===== src/logic/bypass_pkg.sv =====
/*
 * Shared definitions for the three-stage integer pipeline.
 * Data and register address widths, opcodes and forwarding select encodings.
 */
package bypass_pkg;

  //////////////////////////////////////////////////
  // Widths
  //////////////////////////////////////////////////

  // Data path width
  localparam int XLEN      = 32;
  // Register file address width and depth
  localparam int RF_ADDR_W = 5;
  localparam int RF_NUM    = 2 ** RF_ADDR_W;

  //////////////////////////////////////////////////
  // Encodings
  //////////////////////////////////////////////////

  // Decoded operations as they arrive at the top level
  typedef enum logic [2:0] {
    OP_NOP  = 3'd0,
    OP_ADD  = 3'd1,
    OP_SUB  = 3'd2,
    OP_XOR  = 3'd3,
    OP_ADDI = 3'd4,
    OP_LOAD = 3'd5,
    OP_JALR = 3'd6
  } op_e;

  // Operand forwarding select
  typedef enum logic [1:0] {
    SEL_REGFILE = 2'b00,
    SEL_FW_EX   = 2'b01,
    SEL_FW_WB   = 2'b10
  } fw_sel_e;

  // Jump register forwarding select, WB only
  typedef enum logic [0:0] {
    SELJ_REGFILE = 1'b0,
    SELJ_FW_WB   = 1'b1
  } jfw_sel_e;

endpackage


===== src/logic/ex_stage.sv =====
`timescale 1ns/1ps
/*
 * Execute stage.
 * ALU, one load request per load and the EX/WB register.
 */
module ex_stage (
  input  logic                             clk,
  input  logic                             reset_i,
  input  logic                             id_ex_valid_i,
  input  bypass_pkg::op_e                  id_ex_op_i,
  input  logic [bypass_pkg::RF_ADDR_W-1:0] id_ex_rd_i,
  input  logic [bypass_pkg::XLEN-1:0]      id_ex_opa_i,
  input  logic [bypass_pkg::XLEN-1:0]      id_ex_opb_i,
  input  logic                             wb_ready_i,
  output logic                             ex_valid_o,
  output logic                             ex_we_o,
  output logic                             ex_load_o,
  output logic [bypass_pkg::RF_ADDR_W-1:0] ex_waddr_o,
  output logic [bypass_pkg::XLEN-1:0]      ex_result_o,
  output logic                             mem_req_o,
  output logic [bypass_pkg::XLEN-1:0]      mem_addr_o,
  output logic                             ex_wb_valid_o,
  output logic                             ex_wb_load_o,
  output logic [bypass_pkg::RF_ADDR_W-1:0] ex_wb_rd_o,
  output logic [bypass_pkg::XLEN-1:0]      ex_wb_result_o
);

  // Request for the load in EX already issued
  logic req_sent_q;

  // ALU, loads use the adder for the address
  always_comb begin
    ex_we_o     = 1'b1;
    ex_result_o = id_ex_opa_i + id_ex_opb_i;
    case (id_ex_op_i)
      bypass_pkg::OP_SUB: ex_result_o = id_ex_opa_i - id_ex_opb_i;
      bypass_pkg::OP_XOR: ex_result_o = id_ex_opa_i ^ id_ex_opb_i;
      bypass_pkg::OP_ADD, bypass_pkg::OP_ADDI, bypass_pkg::OP_LOAD: ;
      default: ex_we_o = 1'b0;
    endcase
  end

  assign ex_valid_o = id_ex_valid_i;
  assign ex_load_o  = (id_ex_op_i == bypass_pkg::OP_LOAD);
  assign ex_waddr_o = id_ex_rd_i;

  // Request on the first EX cycle only
  assign mem_req_o  = id_ex_valid_i && ex_load_o && !req_sent_q;
  assign mem_addr_o = ex_result_o;

  always_ff @(posedge clk) begin
    if (reset_i || wb_ready_i) begin
      req_sent_q <= 1'b0;
    end else if (mem_req_o) begin
      req_sent_q <= 1'b1;
    end
  end

  //////////////////////////////////////////////////
  // EX/WB register
  //////////////////////////////////////////////////

  always_ff @(posedge clk) begin
    if (reset_i) begin
      ex_wb_valid_o <= 1'b0;
    end else if (wb_ready_i) begin
      ex_wb_valid_o <= id_ex_valid_i;
    end
  end

  always_ff @(posedge clk) begin
    if (wb_ready_i) begin
      ex_wb_load_o   <= ex_load_o;
      ex_wb_rd_o     <= id_ex_rd_i;
      ex_wb_result_o <= ex_result_o;
    end
  end

  // A load held in EX does not request again
  req_once: assert property (@(posedge clk) disable iff (reset_i)
    (mem_req_o && !wb_ready_i) |=> !mem_req_o);

endmodule


===== src/logic/hazard_bypass_ctrl.sv =====
`timescale 1ns/1ps
/*
 * Hazard and bypass controller.
 * Matches ID source registers against the EX and WB destinations and
 * drives the forwarding selects, the load-use stall and the JALR stall.
 */
module hazard_bypass_ctrl (
  input  logic [1:0]                       rf_re_i,
  input  logic [bypass_pkg::RF_ADDR_W-1:0] rf_raddr_a_i,
  input  logic [bypass_pkg::RF_ADDR_W-1:0] rf_raddr_b_i,
  input  logic                             jalr_id_i,
  input  logic                             ex_valid_i,
  input  logic                             ex_we_i,
  input  logic                             ex_load_i,
  input  logic [bypass_pkg::RF_ADDR_W-1:0] ex_waddr_i,
  input  logic                             wb_valid_i,
  input  logic                             wb_we_i,
  input  logic                             wb_load_i,
  input  logic [bypass_pkg::RF_ADDR_W-1:0] wb_waddr_i,
  input  logic                             wb_ready_i,
  output bypass_pkg::fw_sel_e              operand_a_sel_o,
  output bypass_pkg::fw_sel_e              operand_b_sel_o,
  output bypass_pkg::jfw_sel_e             jalr_sel_o,
  output logic                             load_stall_o,
  output logic                             jr_stall_o
);

  // Qualified write enables
  logic       rf_we_ex;
  logic       rf_we_wb;
  logic       load_ex;
  logic       load_wb;
  // Per read port address matches, r0 excluded
  logic [1:0] ex_match;
  logic [1:0] wb_match;
  // JALR always reads rs1, read enable not needed
  logic       ex_jr_match;
  logic       wb_jr_match;

  assign rf_we_ex = ex_valid_i && ex_we_i;
  assign rf_we_wb = wb_valid_i && wb_we_i;
  assign load_ex  = rf_we_ex && ex_load_i;
  assign load_wb  = rf_we_wb && wb_load_i;

  assign ex_match[0] = rf_re_i[0] && (rf_raddr_a_i == ex_waddr_i) && |rf_raddr_a_i;
  assign ex_match[1] = rf_re_i[1] && (rf_raddr_b_i == ex_waddr_i) && |rf_raddr_b_i;
  assign wb_match[0] = rf_re_i[0] && (rf_raddr_a_i == wb_waddr_i) && |rf_raddr_a_i;
  assign wb_match[1] = rf_re_i[1] && (rf_raddr_b_i == wb_waddr_i) && |rf_raddr_b_i;

  assign ex_jr_match = (rf_raddr_a_i == ex_waddr_i) && |rf_raddr_a_i;
  assign wb_jr_match = (rf_raddr_a_i == wb_waddr_i) && |rf_raddr_a_i;

  //////////////////////////////////////////////////
  // Stalls
  //////////////////////////////////////////////////

  always_comb begin
    load_stall_o = 1'b0;
    jr_stall_o   = 1'b0;
    // Load result not available yet, in EX or still waiting in WB
    if ((load_ex && |ex_match) || (!wb_ready_i && load_wb && |wb_match)) begin
      load_stall_o = 1'b1;
    end
    // Target path only takes an ALU result from WB
    if (jalr_id_i && ((rf_we_ex && ex_jr_match) || (load_wb && wb_jr_match))) begin
      jr_stall_o = 1'b1;
    end
  end

  //////////////////////////////////////////////////
  // Forwarding selects
  //////////////////////////////////////////////////

  always_comb begin
    operand_a_sel_o = bypass_pkg::SEL_REGFILE;
    operand_b_sel_o = bypass_pkg::SEL_REGFILE;
    jalr_sel_o      = bypass_pkg::SELJ_REGFILE;

    // WB first, EX overrides below as the younger writer
    if (rf_we_wb) begin
      if (wb_match[0]) begin
        operand_a_sel_o = bypass_pkg::SEL_FW_WB;
      end
      if (wb_match[1]) begin
        operand_b_sel_o = bypass_pkg::SEL_FW_WB;
      end
      if (wb_jr_match && !wb_load_i) begin
        jalr_sel_o = bypass_pkg::SELJ_FW_WB;
      end
    end

    // A load in EX has only an address, the stall covers it
    if (rf_we_ex && !ex_load_i) begin
      if (ex_match[0]) begin
        operand_a_sel_o = bypass_pkg::SEL_FW_EX;
      end
      if (ex_match[1]) begin
        operand_b_sel_o = bypass_pkg::SEL_FW_EX;
      end
    end
  end

endmodule


===== src/logic/id_stage.sv =====
`timescale 1ns/1ps
/*
 * Instruction decode stage.
 * Forwarding muxes, JALR target, stall gating and the ID/EX register.
 */
module id_stage (
  input  logic                             clk,
  input  logic                             reset_i,
  input  logic                             instr_valid_i,
  input  bypass_pkg::op_e                  op_i,
  input  logic [bypass_pkg::RF_ADDR_W-1:0] rd_i,
  input  logic [bypass_pkg::RF_ADDR_W-1:0] rs1_i,
  input  logic [bypass_pkg::RF_ADDR_W-1:0] rs2_i,
  input  logic [bypass_pkg::XLEN-1:0]      imm_i,
  input  logic [bypass_pkg::XLEN-1:0]      rf_rdata_a_i,
  input  logic [bypass_pkg::XLEN-1:0]      rf_rdata_b_i,
  input  logic [bypass_pkg::XLEN-1:0]      ex_result_i,
  input  logic [bypass_pkg::XLEN-1:0]      wb_result_i,
  input  bypass_pkg::fw_sel_e              operand_a_sel_i,
  input  bypass_pkg::fw_sel_e              operand_b_sel_i,
  input  bypass_pkg::jfw_sel_e             jalr_sel_i,
  input  logic                             load_stall_i,
  input  logic                             jr_stall_i,
  input  logic                             wb_ready_i,
  output logic [1:0]                       rf_re_o,
  output logic [bypass_pkg::RF_ADDR_W-1:0] rf_raddr_a_o,
  output logic [bypass_pkg::RF_ADDR_W-1:0] rf_raddr_b_o,
  output logic                             jalr_id_o,
  output logic                             id_stall_o,
  output logic                             jump_o,
  output logic [bypass_pkg::XLEN-1:0]      jump_target_o,
  output logic                             id_ex_valid_o,
  output bypass_pkg::op_e                  id_ex_op_o,
  output logic [bypass_pkg::RF_ADDR_W-1:0] id_ex_rd_o,
  output logic [bypass_pkg::XLEN-1:0]      id_ex_opa_o,
  output logic [bypass_pkg::XLEN-1:0]      id_ex_opb_o
);

  logic                        use_rs2;
  logic                        use_imm;
  logic                        writes_rd;
  logic                        is_jalr;
  logic                        accept;
  logic [bypass_pkg::XLEN-1:0] fw_a;
  logic [bypass_pkg::XLEN-1:0] fw_b;
  logic [bypass_pkg::XLEN-1:0] jalr_base;

  // Three-way operand bypass
  function automatic logic [bypass_pkg::XLEN-1:0] fw_mux(
    input bypass_pkg::fw_sel_e        sel,
    input logic [bypass_pkg::XLEN-1:0] rf_val,
    input logic [bypass_pkg::XLEN-1:0] ex_val,
    input logic [bypass_pkg::XLEN-1:0] wb_val
  );
    case (sel)
      bypass_pkg::SEL_FW_EX: return ex_val;
      bypass_pkg::SEL_FW_WB: return wb_val;
      default:               return rf_val;
    endcase
  endfunction

  // Decode, every operation except NOP reads rs1
  assign use_rs2   = (op_i == bypass_pkg::OP_ADD) || (op_i == bypass_pkg::OP_SUB) ||
                     (op_i == bypass_pkg::OP_XOR);
  assign use_imm   = (op_i == bypass_pkg::OP_ADDI) || (op_i == bypass_pkg::OP_LOAD);
  assign writes_rd = use_rs2 || use_imm;
  assign is_jalr   = (op_i == bypass_pkg::OP_JALR);

  assign rf_re_o      = {instr_valid_i && use_rs2, instr_valid_i && (op_i != bypass_pkg::OP_NOP)};
  assign rf_raddr_a_o = rs1_i;
  assign rf_raddr_b_o = rs2_i;
  assign jalr_id_o    = instr_valid_i && is_jalr;

  assign fw_a = fw_mux(operand_a_sel_i, rf_rdata_a_i, ex_result_i, wb_result_i);
  assign fw_b = fw_mux(operand_b_sel_i, rf_rdata_b_i, ex_result_i, wb_result_i);

  // Jump target, resolved in ID
  assign jalr_base     = (jalr_sel_i == bypass_pkg::SELJ_FW_WB) ? wb_result_i : rf_rdata_a_i;
  assign jump_target_o = jalr_base + imm_i;

  // A waiting WB freezes the whole pipe
  assign id_stall_o = load_stall_i || jr_stall_i || !wb_ready_i;
  assign accept     = instr_valid_i && !id_stall_o;
  assign jump_o     = accept && is_jalr;

  //////////////////////////////////////////////////
  // ID/EX register
  //////////////////////////////////////////////////

  // Bubble when EX advances without a new writer, hold while WB waits
  always_ff @(posedge clk) begin
    if (reset_i) begin
      id_ex_valid_o <= 1'b0;
    end else if (wb_ready_i) begin
      id_ex_valid_o <= accept && writes_rd;
    end
  end

  always_ff @(posedge clk) begin
    if (wb_ready_i) begin
      id_ex_op_o  <= op_i;
      id_ex_rd_o  <= rd_i;
      id_ex_opa_o <= fw_a;
      id_ex_opb_o <= use_imm ? imm_i : fw_b;
    end
  end

  // An accepted instruction never reads the rd of a load still in EX
  load_use_held: assert property (@(posedge clk) disable iff (reset_i)
    (accept && id_ex_valid_o && (id_ex_op_o == bypass_pkg::OP_LOAD) && (id_ex_rd_o != '0))
    |-> !((rf_re_o[0] && (rf_raddr_a_o == id_ex_rd_o)) ||
          (rf_re_o[1] && (rf_raddr_b_o == id_ex_rd_o))));

endmodule


===== src/logic/mini_pipe_top.sv =====
`timescale 1ns/1ps
/*
 * Three-stage integer pipeline top level.
 * ID, EX and WB stages with the register file and the bypass controller.
 */
module mini_pipe_top (
  input  logic                             clk,
  input  logic                             reset_i,
  input  logic                             instr_valid_i,
  input  bypass_pkg::op_e                  op_i,
  input  logic [bypass_pkg::RF_ADDR_W-1:0] rd_i,
  input  logic [bypass_pkg::RF_ADDR_W-1:0] rs1_i,
  input  logic [bypass_pkg::RF_ADDR_W-1:0] rs2_i,
  input  logic [bypass_pkg::XLEN-1:0]      imm_i,
  input  logic                             mem_rvalid_i,
  input  logic [bypass_pkg::XLEN-1:0]      mem_rdata_i,
  output logic                             id_stall_o,
  output logic                             mem_req_o,
  output logic [bypass_pkg::XLEN-1:0]      mem_addr_o,
  output logic                             wb_valid_o,
  output logic [bypass_pkg::RF_ADDR_W-1:0] wb_rd_o,
  output logic [bypass_pkg::XLEN-1:0]      wb_data_o,
  output logic                             jump_o,
  output logic [bypass_pkg::XLEN-1:0]      jump_target_o
);

  // ID side
  logic [1:0]                       rf_re;
  logic [bypass_pkg::RF_ADDR_W-1:0] rf_raddr_a;
  logic [bypass_pkg::RF_ADDR_W-1:0] rf_raddr_b;
  logic [bypass_pkg::XLEN-1:0]      rf_rdata_a;
  logic [bypass_pkg::XLEN-1:0]      rf_rdata_b;
  logic                             jalr_id;
  bypass_pkg::fw_sel_e              operand_a_sel;
  bypass_pkg::fw_sel_e              operand_b_sel;
  bypass_pkg::jfw_sel_e             jalr_sel;
  logic                             load_stall;
  logic                             jr_stall;
  // ID/EX register
  logic                             id_ex_valid;
  bypass_pkg::op_e                  id_ex_op;
  logic [bypass_pkg::RF_ADDR_W-1:0] id_ex_rd;
  logic [bypass_pkg::XLEN-1:0]      id_ex_opa;
  logic [bypass_pkg::XLEN-1:0]      id_ex_opb;
  // EX state for the controller
  logic                             ex_valid;
  logic                             ex_we;
  logic                             ex_load;
  logic [bypass_pkg::RF_ADDR_W-1:0] ex_waddr;
  logic [bypass_pkg::XLEN-1:0]      ex_result;
  // EX/WB register
  logic                             ex_wb_valid;
  logic                             ex_wb_load;
  logic [bypass_pkg::RF_ADDR_W-1:0] ex_wb_rd;
  logic [bypass_pkg::XLEN-1:0]      ex_wb_result;
  // WB state and register file write
  logic                             wb_we;
  logic                             wb_load;
  logic                             wb_ready;
  logic                             rf_we;
  logic [bypass_pkg::XLEN-1:0]      rf_wdata;

  //////////////////////////////////////////////////
  // Stages
  //////////////////////////////////////////////////

  id_stage u_id (
    .clk, .reset_i, .instr_valid_i, .op_i, .rd_i, .rs1_i, .rs2_i, .imm_i,
    .rf_rdata_a_i    (rf_rdata_a),
    .rf_rdata_b_i    (rf_rdata_b),
    .ex_result_i     (ex_result),
    .wb_result_i     (wb_data_o),
    .operand_a_sel_i (operand_a_sel),
    .operand_b_sel_i (operand_b_sel),
    .jalr_sel_i      (jalr_sel),
    .load_stall_i    (load_stall),
    .jr_stall_i      (jr_stall),
    .wb_ready_i      (wb_ready),
    .rf_re_o         (rf_re),
    .rf_raddr_a_o    (rf_raddr_a),
    .rf_raddr_b_o    (rf_raddr_b),
    .jalr_id_o       (jalr_id),
    .id_stall_o, .jump_o, .jump_target_o,
    .id_ex_valid_o   (id_ex_valid),
    .id_ex_op_o      (id_ex_op),
    .id_ex_rd_o      (id_ex_rd),
    .id_ex_opa_o     (id_ex_opa),
    .id_ex_opb_o     (id_ex_opb)
  );

  ex_stage u_ex (
    .clk, .reset_i,
    .id_ex_valid_i  (id_ex_valid),
    .id_ex_op_i     (id_ex_op),
    .id_ex_rd_i     (id_ex_rd),
    .id_ex_opa_i    (id_ex_opa),
    .id_ex_opb_i    (id_ex_opb),
    .wb_ready_i     (wb_ready),
    .ex_valid_o     (ex_valid),
    .ex_we_o        (ex_we),
    .ex_load_o      (ex_load),
    .ex_waddr_o     (ex_waddr),
    .ex_result_o    (ex_result),
    .mem_req_o, .mem_addr_o,
    .ex_wb_valid_o  (ex_wb_valid),
    .ex_wb_load_o   (ex_wb_load),
    .ex_wb_rd_o     (ex_wb_rd),
    .ex_wb_result_o (ex_wb_result)
  );

  wb_stage u_wb (
    .clk, .reset_i,
    .ex_wb_valid_i  (ex_wb_valid),
    .ex_wb_load_i   (ex_wb_load),
    .ex_wb_rd_i     (ex_wb_rd),
    .ex_wb_result_i (ex_wb_result),
    .mem_rvalid_i, .mem_rdata_i, .wb_valid_o,
    .wb_we_o        (wb_we),
    .wb_load_o      (wb_load),
    .wb_waddr_o     (wb_rd_o),
    .wb_result_o    (wb_data_o),
    .wb_ready_o     (wb_ready),
    .rf_we_o        (rf_we),
    .rf_wdata_o     (rf_wdata)
  );

  //////////////////////////////////////////////////
  // Register file and controller
  //////////////////////////////////////////////////

  regfile u_rf (
    .clk, .reset_i,
    .raddr_a_i (rf_raddr_a),
    .raddr_b_i (rf_raddr_b),
    .we_i      (rf_we),
    .waddr_i   (wb_rd_o),
    .wdata_i   (rf_wdata),
    .rdata_a_o (rf_rdata_a),
    .rdata_b_o (rf_rdata_b)
  );

  // WB valid is the occupancy of WB, a waiting load included
  hazard_bypass_ctrl u_ctrl (
    .rf_re_i         (rf_re),
    .rf_raddr_a_i    (rf_raddr_a),
    .rf_raddr_b_i    (rf_raddr_b),
    .jalr_id_i       (jalr_id),
    .ex_valid_i      (ex_valid),
    .ex_we_i         (ex_we),
    .ex_load_i       (ex_load),
    .ex_waddr_i      (ex_waddr),
    .wb_valid_i      (ex_wb_valid),
    .wb_we_i         (wb_we),
    .wb_load_i       (wb_load),
    .wb_waddr_i      (wb_rd_o),
    .wb_ready_i      (wb_ready),
    .operand_a_sel_o (operand_a_sel),
    .operand_b_sel_o (operand_b_sel),
    .jalr_sel_o      (jalr_sel),
    .load_stall_o    (load_stall),
    .jr_stall_o      (jr_stall)
  );

endmodule


===== src/logic/regfile.sv =====
`timescale 1ns/1ps
/*
 * Register file, 32 entries of 32 bits.
 * Two combinational read ports, one synchronous write port, r0 reads zero.
 */
module regfile (
  input  logic                             clk,
  input  logic                             reset_i,
  input  logic [bypass_pkg::RF_ADDR_W-1:0] raddr_a_i,
  input  logic [bypass_pkg::RF_ADDR_W-1:0] raddr_b_i,
  input  logic                             we_i,
  input  logic [bypass_pkg::RF_ADDR_W-1:0] waddr_i,
  input  logic [bypass_pkg::XLEN-1:0]      wdata_i,
  output logic [bypass_pkg::XLEN-1:0]      rdata_a_o,
  output logic [bypass_pkg::XLEN-1:0]      rdata_b_o
);

  logic [bypass_pkg::XLEN-1:0] regs_q [bypass_pkg::RF_NUM];

  // Write at the end of the WB cycle
  always_ff @(posedge clk) begin
    if (reset_i) begin
      for (int i = 0; i < bypass_pkg::RF_NUM; i++) begin
        regs_q[i] <= '0;
      end
    end else if (we_i && (waddr_i != '0)) begin
      // r0 is never written so it stays zero
      regs_q[waddr_i] <= wdata_i;
    end
  end

  // Reads see the old value, WB forwarding covers the same-cycle write
  assign rdata_a_o = regs_q[raddr_a_i];
  assign rdata_b_o = regs_q[raddr_b_i];

endmodule


===== src/logic/wb_stage.sv =====
`timescale 1ns/1ps
/*
 * Write-back stage.
 * Holds a load until its data returns, then writes back and retires.
 */
module wb_stage (
  input  logic                             clk,
  input  logic                             reset_i,
  input  logic                             ex_wb_valid_i,
  input  logic                             ex_wb_load_i,
  input  logic [bypass_pkg::RF_ADDR_W-1:0] ex_wb_rd_i,
  input  logic [bypass_pkg::XLEN-1:0]      ex_wb_result_i,
  input  logic                             mem_rvalid_i,
  input  logic [bypass_pkg::XLEN-1:0]      mem_rdata_i,
  output logic                             wb_valid_o,
  output logic                             wb_we_o,
  output logic                             wb_load_o,
  output logic [bypass_pkg::RF_ADDR_W-1:0] wb_waddr_o,
  output logic [bypass_pkg::XLEN-1:0]      wb_result_o,
  output logic                             wb_ready_o,
  output logic                             rf_we_o,
  output logic [bypass_pkg::XLEN-1:0]      rf_wdata_o
);

  logic                        load_wait;
  logic                        park;
  logic                        pending_q;
  logic [bypass_pkg::XLEN-1:0] pending_data_q;

  // Load in WB, done once data is here
  assign load_wait  = ex_wb_valid_i && ex_wb_load_i;
  assign wb_ready_o = !load_wait || mem_rvalid_i || pending_q;
  assign wb_valid_o = ex_wb_valid_i && wb_ready_o;

  // Response with no waiting load to take it
  assign park = mem_rvalid_i && !(load_wait && !pending_q);

  always_ff @(posedge clk) begin
    if (reset_i) begin
      pending_q <= 1'b0;
    end else if (park) begin
      pending_q <= 1'b1;
    end else if (load_wait && pending_q) begin
      pending_q <= 1'b0;
    end
  end

  always_ff @(posedge clk) begin
    if (park) begin
      pending_data_q <= mem_rdata_i;
    end
  end

  assign wb_we_o     = (ex_wb_rd_i != '0);
  assign wb_load_o   = ex_wb_load_i;
  assign wb_waddr_o  = ex_wb_rd_i;
  assign wb_result_o = !ex_wb_load_i ? ex_wb_result_i :
                       pending_q     ? pending_data_q : mem_rdata_i;
  assign rf_we_o     = wb_valid_o && wb_we_o;
  assign rf_wdata_o  = wb_result_o;

  // A parked response is taken before the next one arrives
  park_single: assert property (@(posedge clk) disable iff (reset_i)
    pending_q |-> !mem_rvalid_i);

endmodule


===== config.mk =====
export PLATFORM = sky130hd
export DESIGN_NAME = mini_pipe_top
export DESIGN_NICKNAME = d
export VERILOG_FILES = /design/src/logic/bypass_pkg.sv /design/src/logic/ex_stage.sv /design/src/logic/hazard_bypass_ctrl.sv /design/src/logic/id_stage.sv /design/src/logic/mini_pipe_top.sv /design/src/logic/regfile.sv /design/src/logic/wb_stage.sv
export SDC_FILE = /design/constraint.sdc
export NUM_CORES = 2
export LEC_CHECK = 0
export BUFFER_PORTS_ARGS = -buffer_cell sky130_fd_sc_hd__buf_2
export CORE_MARGIN = 10
export CORE_UTILIZATION = 35
export CTS_CLUSTER_DIAMETER = 150
export DETAILED_ROUTE_END_ITERATION = 12
export PLACE_DENSITY_LB_ADDON = 0.08
export SYNTH_ARGS = -nofsm -noshare
export SYNTH_HDL_FRONTEND = slang
export SYNTH_SLANG_ARGS = --single-unit

===== constraint.sdc =====
create_clock -name clk -period 8.3 [get_ports clk]
set_input_delay 0.415 -clock clk [delete_from_list [all_inputs] [get_ports clk]]
set_output_delay 0.415 -clock clk [all_outputs]
set_load 0.03 [all_outputs]

==> impl_metrics.py <==
metrics = {
    "outcome": {
        "outcome": "finished clean",
    },
    "timing": {
        "fmax_mhz": 135,
        "final_max_slew_viol_count": 0,
        "period_share_pct": 89.0,
        "worstMarginPinSlew_ns": 1.15,
        "relSlewSlack_pct": 23.2,
        "hold_viol_final": 0,
        "clock_skew_ns": 0.0402,
        "finalSetupTns_ns": 0,
        "min_period_ns": 7.39,
        "rsz0062_at_grt": "no",
        "final-setup-viol-count": 0,
    },
    "critical_path": {
        "r2r-end": "u_id.id_ex_opa_o[25]",
        "reg2reg_depth": 15,
        "required_ns": 7.89,
        "end_kind": "output pin",
        "cpPeakStageDelay_ns": 0.67,
        "r2r_slack_ns": 2.77,
        "cp_data_arrival_time_ns": 6.97,
        "rr_startpoint": "u_id.id_ex_opb_o[8]",
        "critical_path_class": "register to output pin",
        "crit_path_start_kind": "register",
        "path_delay_family": "compound AO/OA/AOI/OAI gates",
        "worstPathMaxFanout": 30,
        "crit_path_top_delay_cell": "a211oi_1",
        "crit_chain": "or4_1, o21ai_2, nor3_1, nor3b_2, buf_4, mux2i_1, ha_1, nor2b_1, o211ai_1, a311o_1, a211oi_1, o221ai_1, o21ai_0, a21o_1, a21oi_1, xnor2_1, buf_2",
        "critical_path_buf_inv_count": 2,
    },
    "clock_tree": {
        "clkTransAtPathRegs_ns": 0.06,
        "insertion_delay_ns": 0.80,
        "clock_sinks": 1170,
        "cts.repair.resized": 0,
        "cts_tree": "yes",
        "cts_max_path_buffers": 3,
        "cts-root-buf": "clkbuf_16",
        "cts.htree.levels": 4,
        "cts_made_buffers": 138,
    },
    "synth": {
        "syn_area_um2": 63500,
        "syn_avg_cell_area_um2": 14.1,
        "synth-edff-count": 1166,
        "ys_warn_count": 0,
        "async_flop_share_pct": 0,
        "ys_ff_latch": 1170,
        "syn_inst": 4519,
        "ys_types": 80,
        "seq_area_frac_synth_pct": 55.2,
        "synth-main-ff-cell": "edfxtp_1",
    },
    "worst_hold_path": {
        "hold_start": "imm_i[29]",
        "hp-class": "input port to register",
        "hold_depth": 3,
        "hold-path-endpoint": "u_id.id_ex_opb_o[29]",
    },
    "global_routing": {
        "grt_pass1_wl_um": 357000,
        "gr-usage-all-layers_pct": 25.7,
        "grt_max_degree": 102,
        "antenna_found_initial": 12,
        "grt_pass1_vias": 42700,
        "overflow": 0,
    },
    "layout": {
        "final_cells": 7159,
        "drive_gt1_share_pct": 27.4,
        "nFillCells": 16700,
        "syn2layout_area_growth_pct": 14.4,
        "layout.nets": 4832,
        "fin_area_um2": 72700,
    },
    "floorplan": {
        "fp.dieH_um": 446,
        "ios": 191,
        "initial_core_util_pct": 35.2,
        "die_x_um": 446,
        "dieArea_um2": 199000,
        "row_count": 156,
        "core_um2": 181000,
    },
    "detailed_routing": {
        "avgRoutedWirePerCell_um": 36.3,
        "vias": 42400,
        "drtAntennaViolNets": 0,
        "first_pass_iters": 6,
        "drt_wl_total_um": 260000,
        "vias_per_cell": 5.93,
        "drtIter0Drc": 4974,
        "drc_errors": 0,
    },
    "placed_design": {
        "place_inst": 6855,
        "gp_congestion": 0.894,
        "port_buffers": 190,
        "dpl_cell_area_um2": 67800,
        "dp_hpwl_um": 160000,
    },
    "pwr": {
        "leakage_nw": 26.3,
        "ir_drop_v": 0.000226,
        "powerDensity_nw_per_um2": 246,
    },
    "run": {
        "maxCapViolCount": 0,
    },
}
-- cell usage after synthesis, drive strengths merged (5+ instances only) --
| master | instances | area [µm²] |
|---|---|---|
| nand2b | 43 | 269 |
| a21oi | 127 | 636 |
| o21bai | 10 | 75.1 |
| or4 | 9 | 71.3 |
| edfxtp | 1166 | 35000 |
| o21ai | 105 | 529 |
| a21o | 32 | 240 |
| nor3 | 21 | 110 |
| mux2i | 127 | 1270 |
| a221o | 5 | 50.1 |
| o31ai | 7 | 57.6 |
| clkbuf | 302 | 1130 |
| and3 | 5 | 31.3 |
| nand3 | 27 | 135 |
| mux4 | 634 | 14300 |
| a211oi | 50 | 375 |
| xor2 | 44 | 385 |
| a22oi | 9 | 67.6 |
| a31oi | 10 | 68.8 |
| nand3b | 7 | 56.3 |
| buf | 113 | 578 |
| nor2b | 42 | 263 |
| nor4 | 8 | 71.3 |
| xnor2 | 89 | 780 |
| nand4 | 5 | 31.3 |
| o21a | 14 | 105 |
| and2 | 6 | 37.5 |
| o211ai | 12 | 90.1 |
| inv | 79 | 297 |
| mux2 | 21 | 236 |
| nor2 | 1095 | 4110 |
| or3 | 6 | 47.5 |
| ha | 63 | 788 |
| nand2 | 165 | 619 |
-- where the power goes --
part           internal [W]  switching, W
Combinational       0.00133       0.00350
Clock               0.00340       0.00255
Sequential          0.00687      0.000228
Total                0.0116       0.00628
-- logic make-up (layout without fill, tap and decap cells) --
group	after synthesis	in the layout	share of synthesized area (%)
adder cells (fa/ha/maj)	65	65	1.30
AND/OR/NAND/NOR	1458	1458	9.51
multiplexers	782	782	24.9
flip-flops	1170	1170	55.2
buffers and inverters	494	730	3.16
XOR/XNOR	133	133	1.83
AO/OA/AOI/OAI	416	416	4.08
other	1	35	0.00590
-- repair_timing --
action                     in CTS  in global routing
hold buffers                   56                  0
setup endpoints to repair       0                  0
setup buffers                   0                  0
hold endpoints to repair       57                  0
-- through the flow --
step | power, W | hold WS (ns) | setup WS (ns) | util (%)
2_1_floorplan | 0.00983 | 0.484 | 2.65 | -
3_3_place_gp | 0.0120 | 0.496 | 1.37 | 37.6
3_5_place_dp | 0.0120 | 0.497 | 1.39 | 37.6
4_1_cts | 0.0180 | 0.000951 | 0.817 | 40.2
5_1_grt | 0.0184 | 0.0282 | 0.607 | 40.2
6_report | 0.0179 | 0.0506 | 0.911 | 40.2
-- state kept, by name (all words and copies together), names as in the netlist --
register and cells:
u_rf.regs_q 1024, u_ex.ex_wb_result_o 32, u_id.id_ex_opa_o 32, u_id.id_ex_opb_o 32
u_wb.pending_data_q 32, u_ex.ex_wb_rd_o 5, u_id.id_ex_rd_o 5, u_id.id_ex_op_o 3
u_ex.ex_wb_load_o 1, u_ex.ex_wb_valid_o 1, u_ex.req_sent_q 1, u_id.id_ex_valid_o 1
u_wb.pending_q 1
-- worst max-delay path by stage --
stage | from | to | cells after the start
after detailed placement | rs1_i[1] | jump_target_o[30] | 18
after CTS | u_ex.ex_wb_rd_o[4] | jump_target_o[30] | 17
final | u_ex.ex_wb_rd_o[4] | jump_target_o[30] | 17
after floorplan | u_wb.pending_q | jump_o | 5
after global routing | u_ex.ex_wb_rd_o[3] | jump_target_o[30] | 17
after global placement | rs1_i[1] | jump_target_o[30] | 18
-- layer usage --
metal / up-vias / wire length (µm) / track usage (%)
li1: 17600 / - / -
met1: 22600 / 103000 / 33.1
met2: 1890 / 128000 / 43.5
met3: 397 / 18200 / 4.41
met4: 6 / 10400 / 9.47
met5: - / 39 / 0
-- worst register-to-register path, stage by stage, from the launching register on --
cell      delay, ns
edfxtp_1       0.46
or4_1          0.56
or3_4          0.38
nor4_2         0.65
a31oi_1        0.22
xnor2_1        0.17
ha_1           0.39
a21o_1         0.23
a21oi_1        0.22
o211ai_1       0.15
or4_1          0.50
a31oi_2        0.33
o21a_1         0.20
or3_1          0.14
nand3_1        0.30
mux2_2         0.39
-- placed cells by master (no fill, tap or decap), drive strengths merged, types with 50 or more instances in the layout --
cell	n
a211oi	50
a21oi	127
buf	350
clkbuf	178
clkinv	53
dlygate4sd3	56
edfxtp	1166
ha	63
inv	83
mux2i	127
mux4	634
nand2	165
nor2	1095
o21ai	105
xnor2	89
-- layout make-up --
class / instances / area, µm² / area share (%)
sequential: 1170 / 35100 / 48.3
tap: 2370 / 2970 / 4.08
multi-input combinational: 2886 / 27100 / 37.3
clock buffer: 178 / 3750 / 5.16
antenna: 3 / 7.51 / 0.0103
clock inverter: 67 / 531 / 0.730
inverter: 79 / 299 / 0.412
timing repair buffer: 406 / 2910 / 4.01
(Power assumes the default switching activity.)
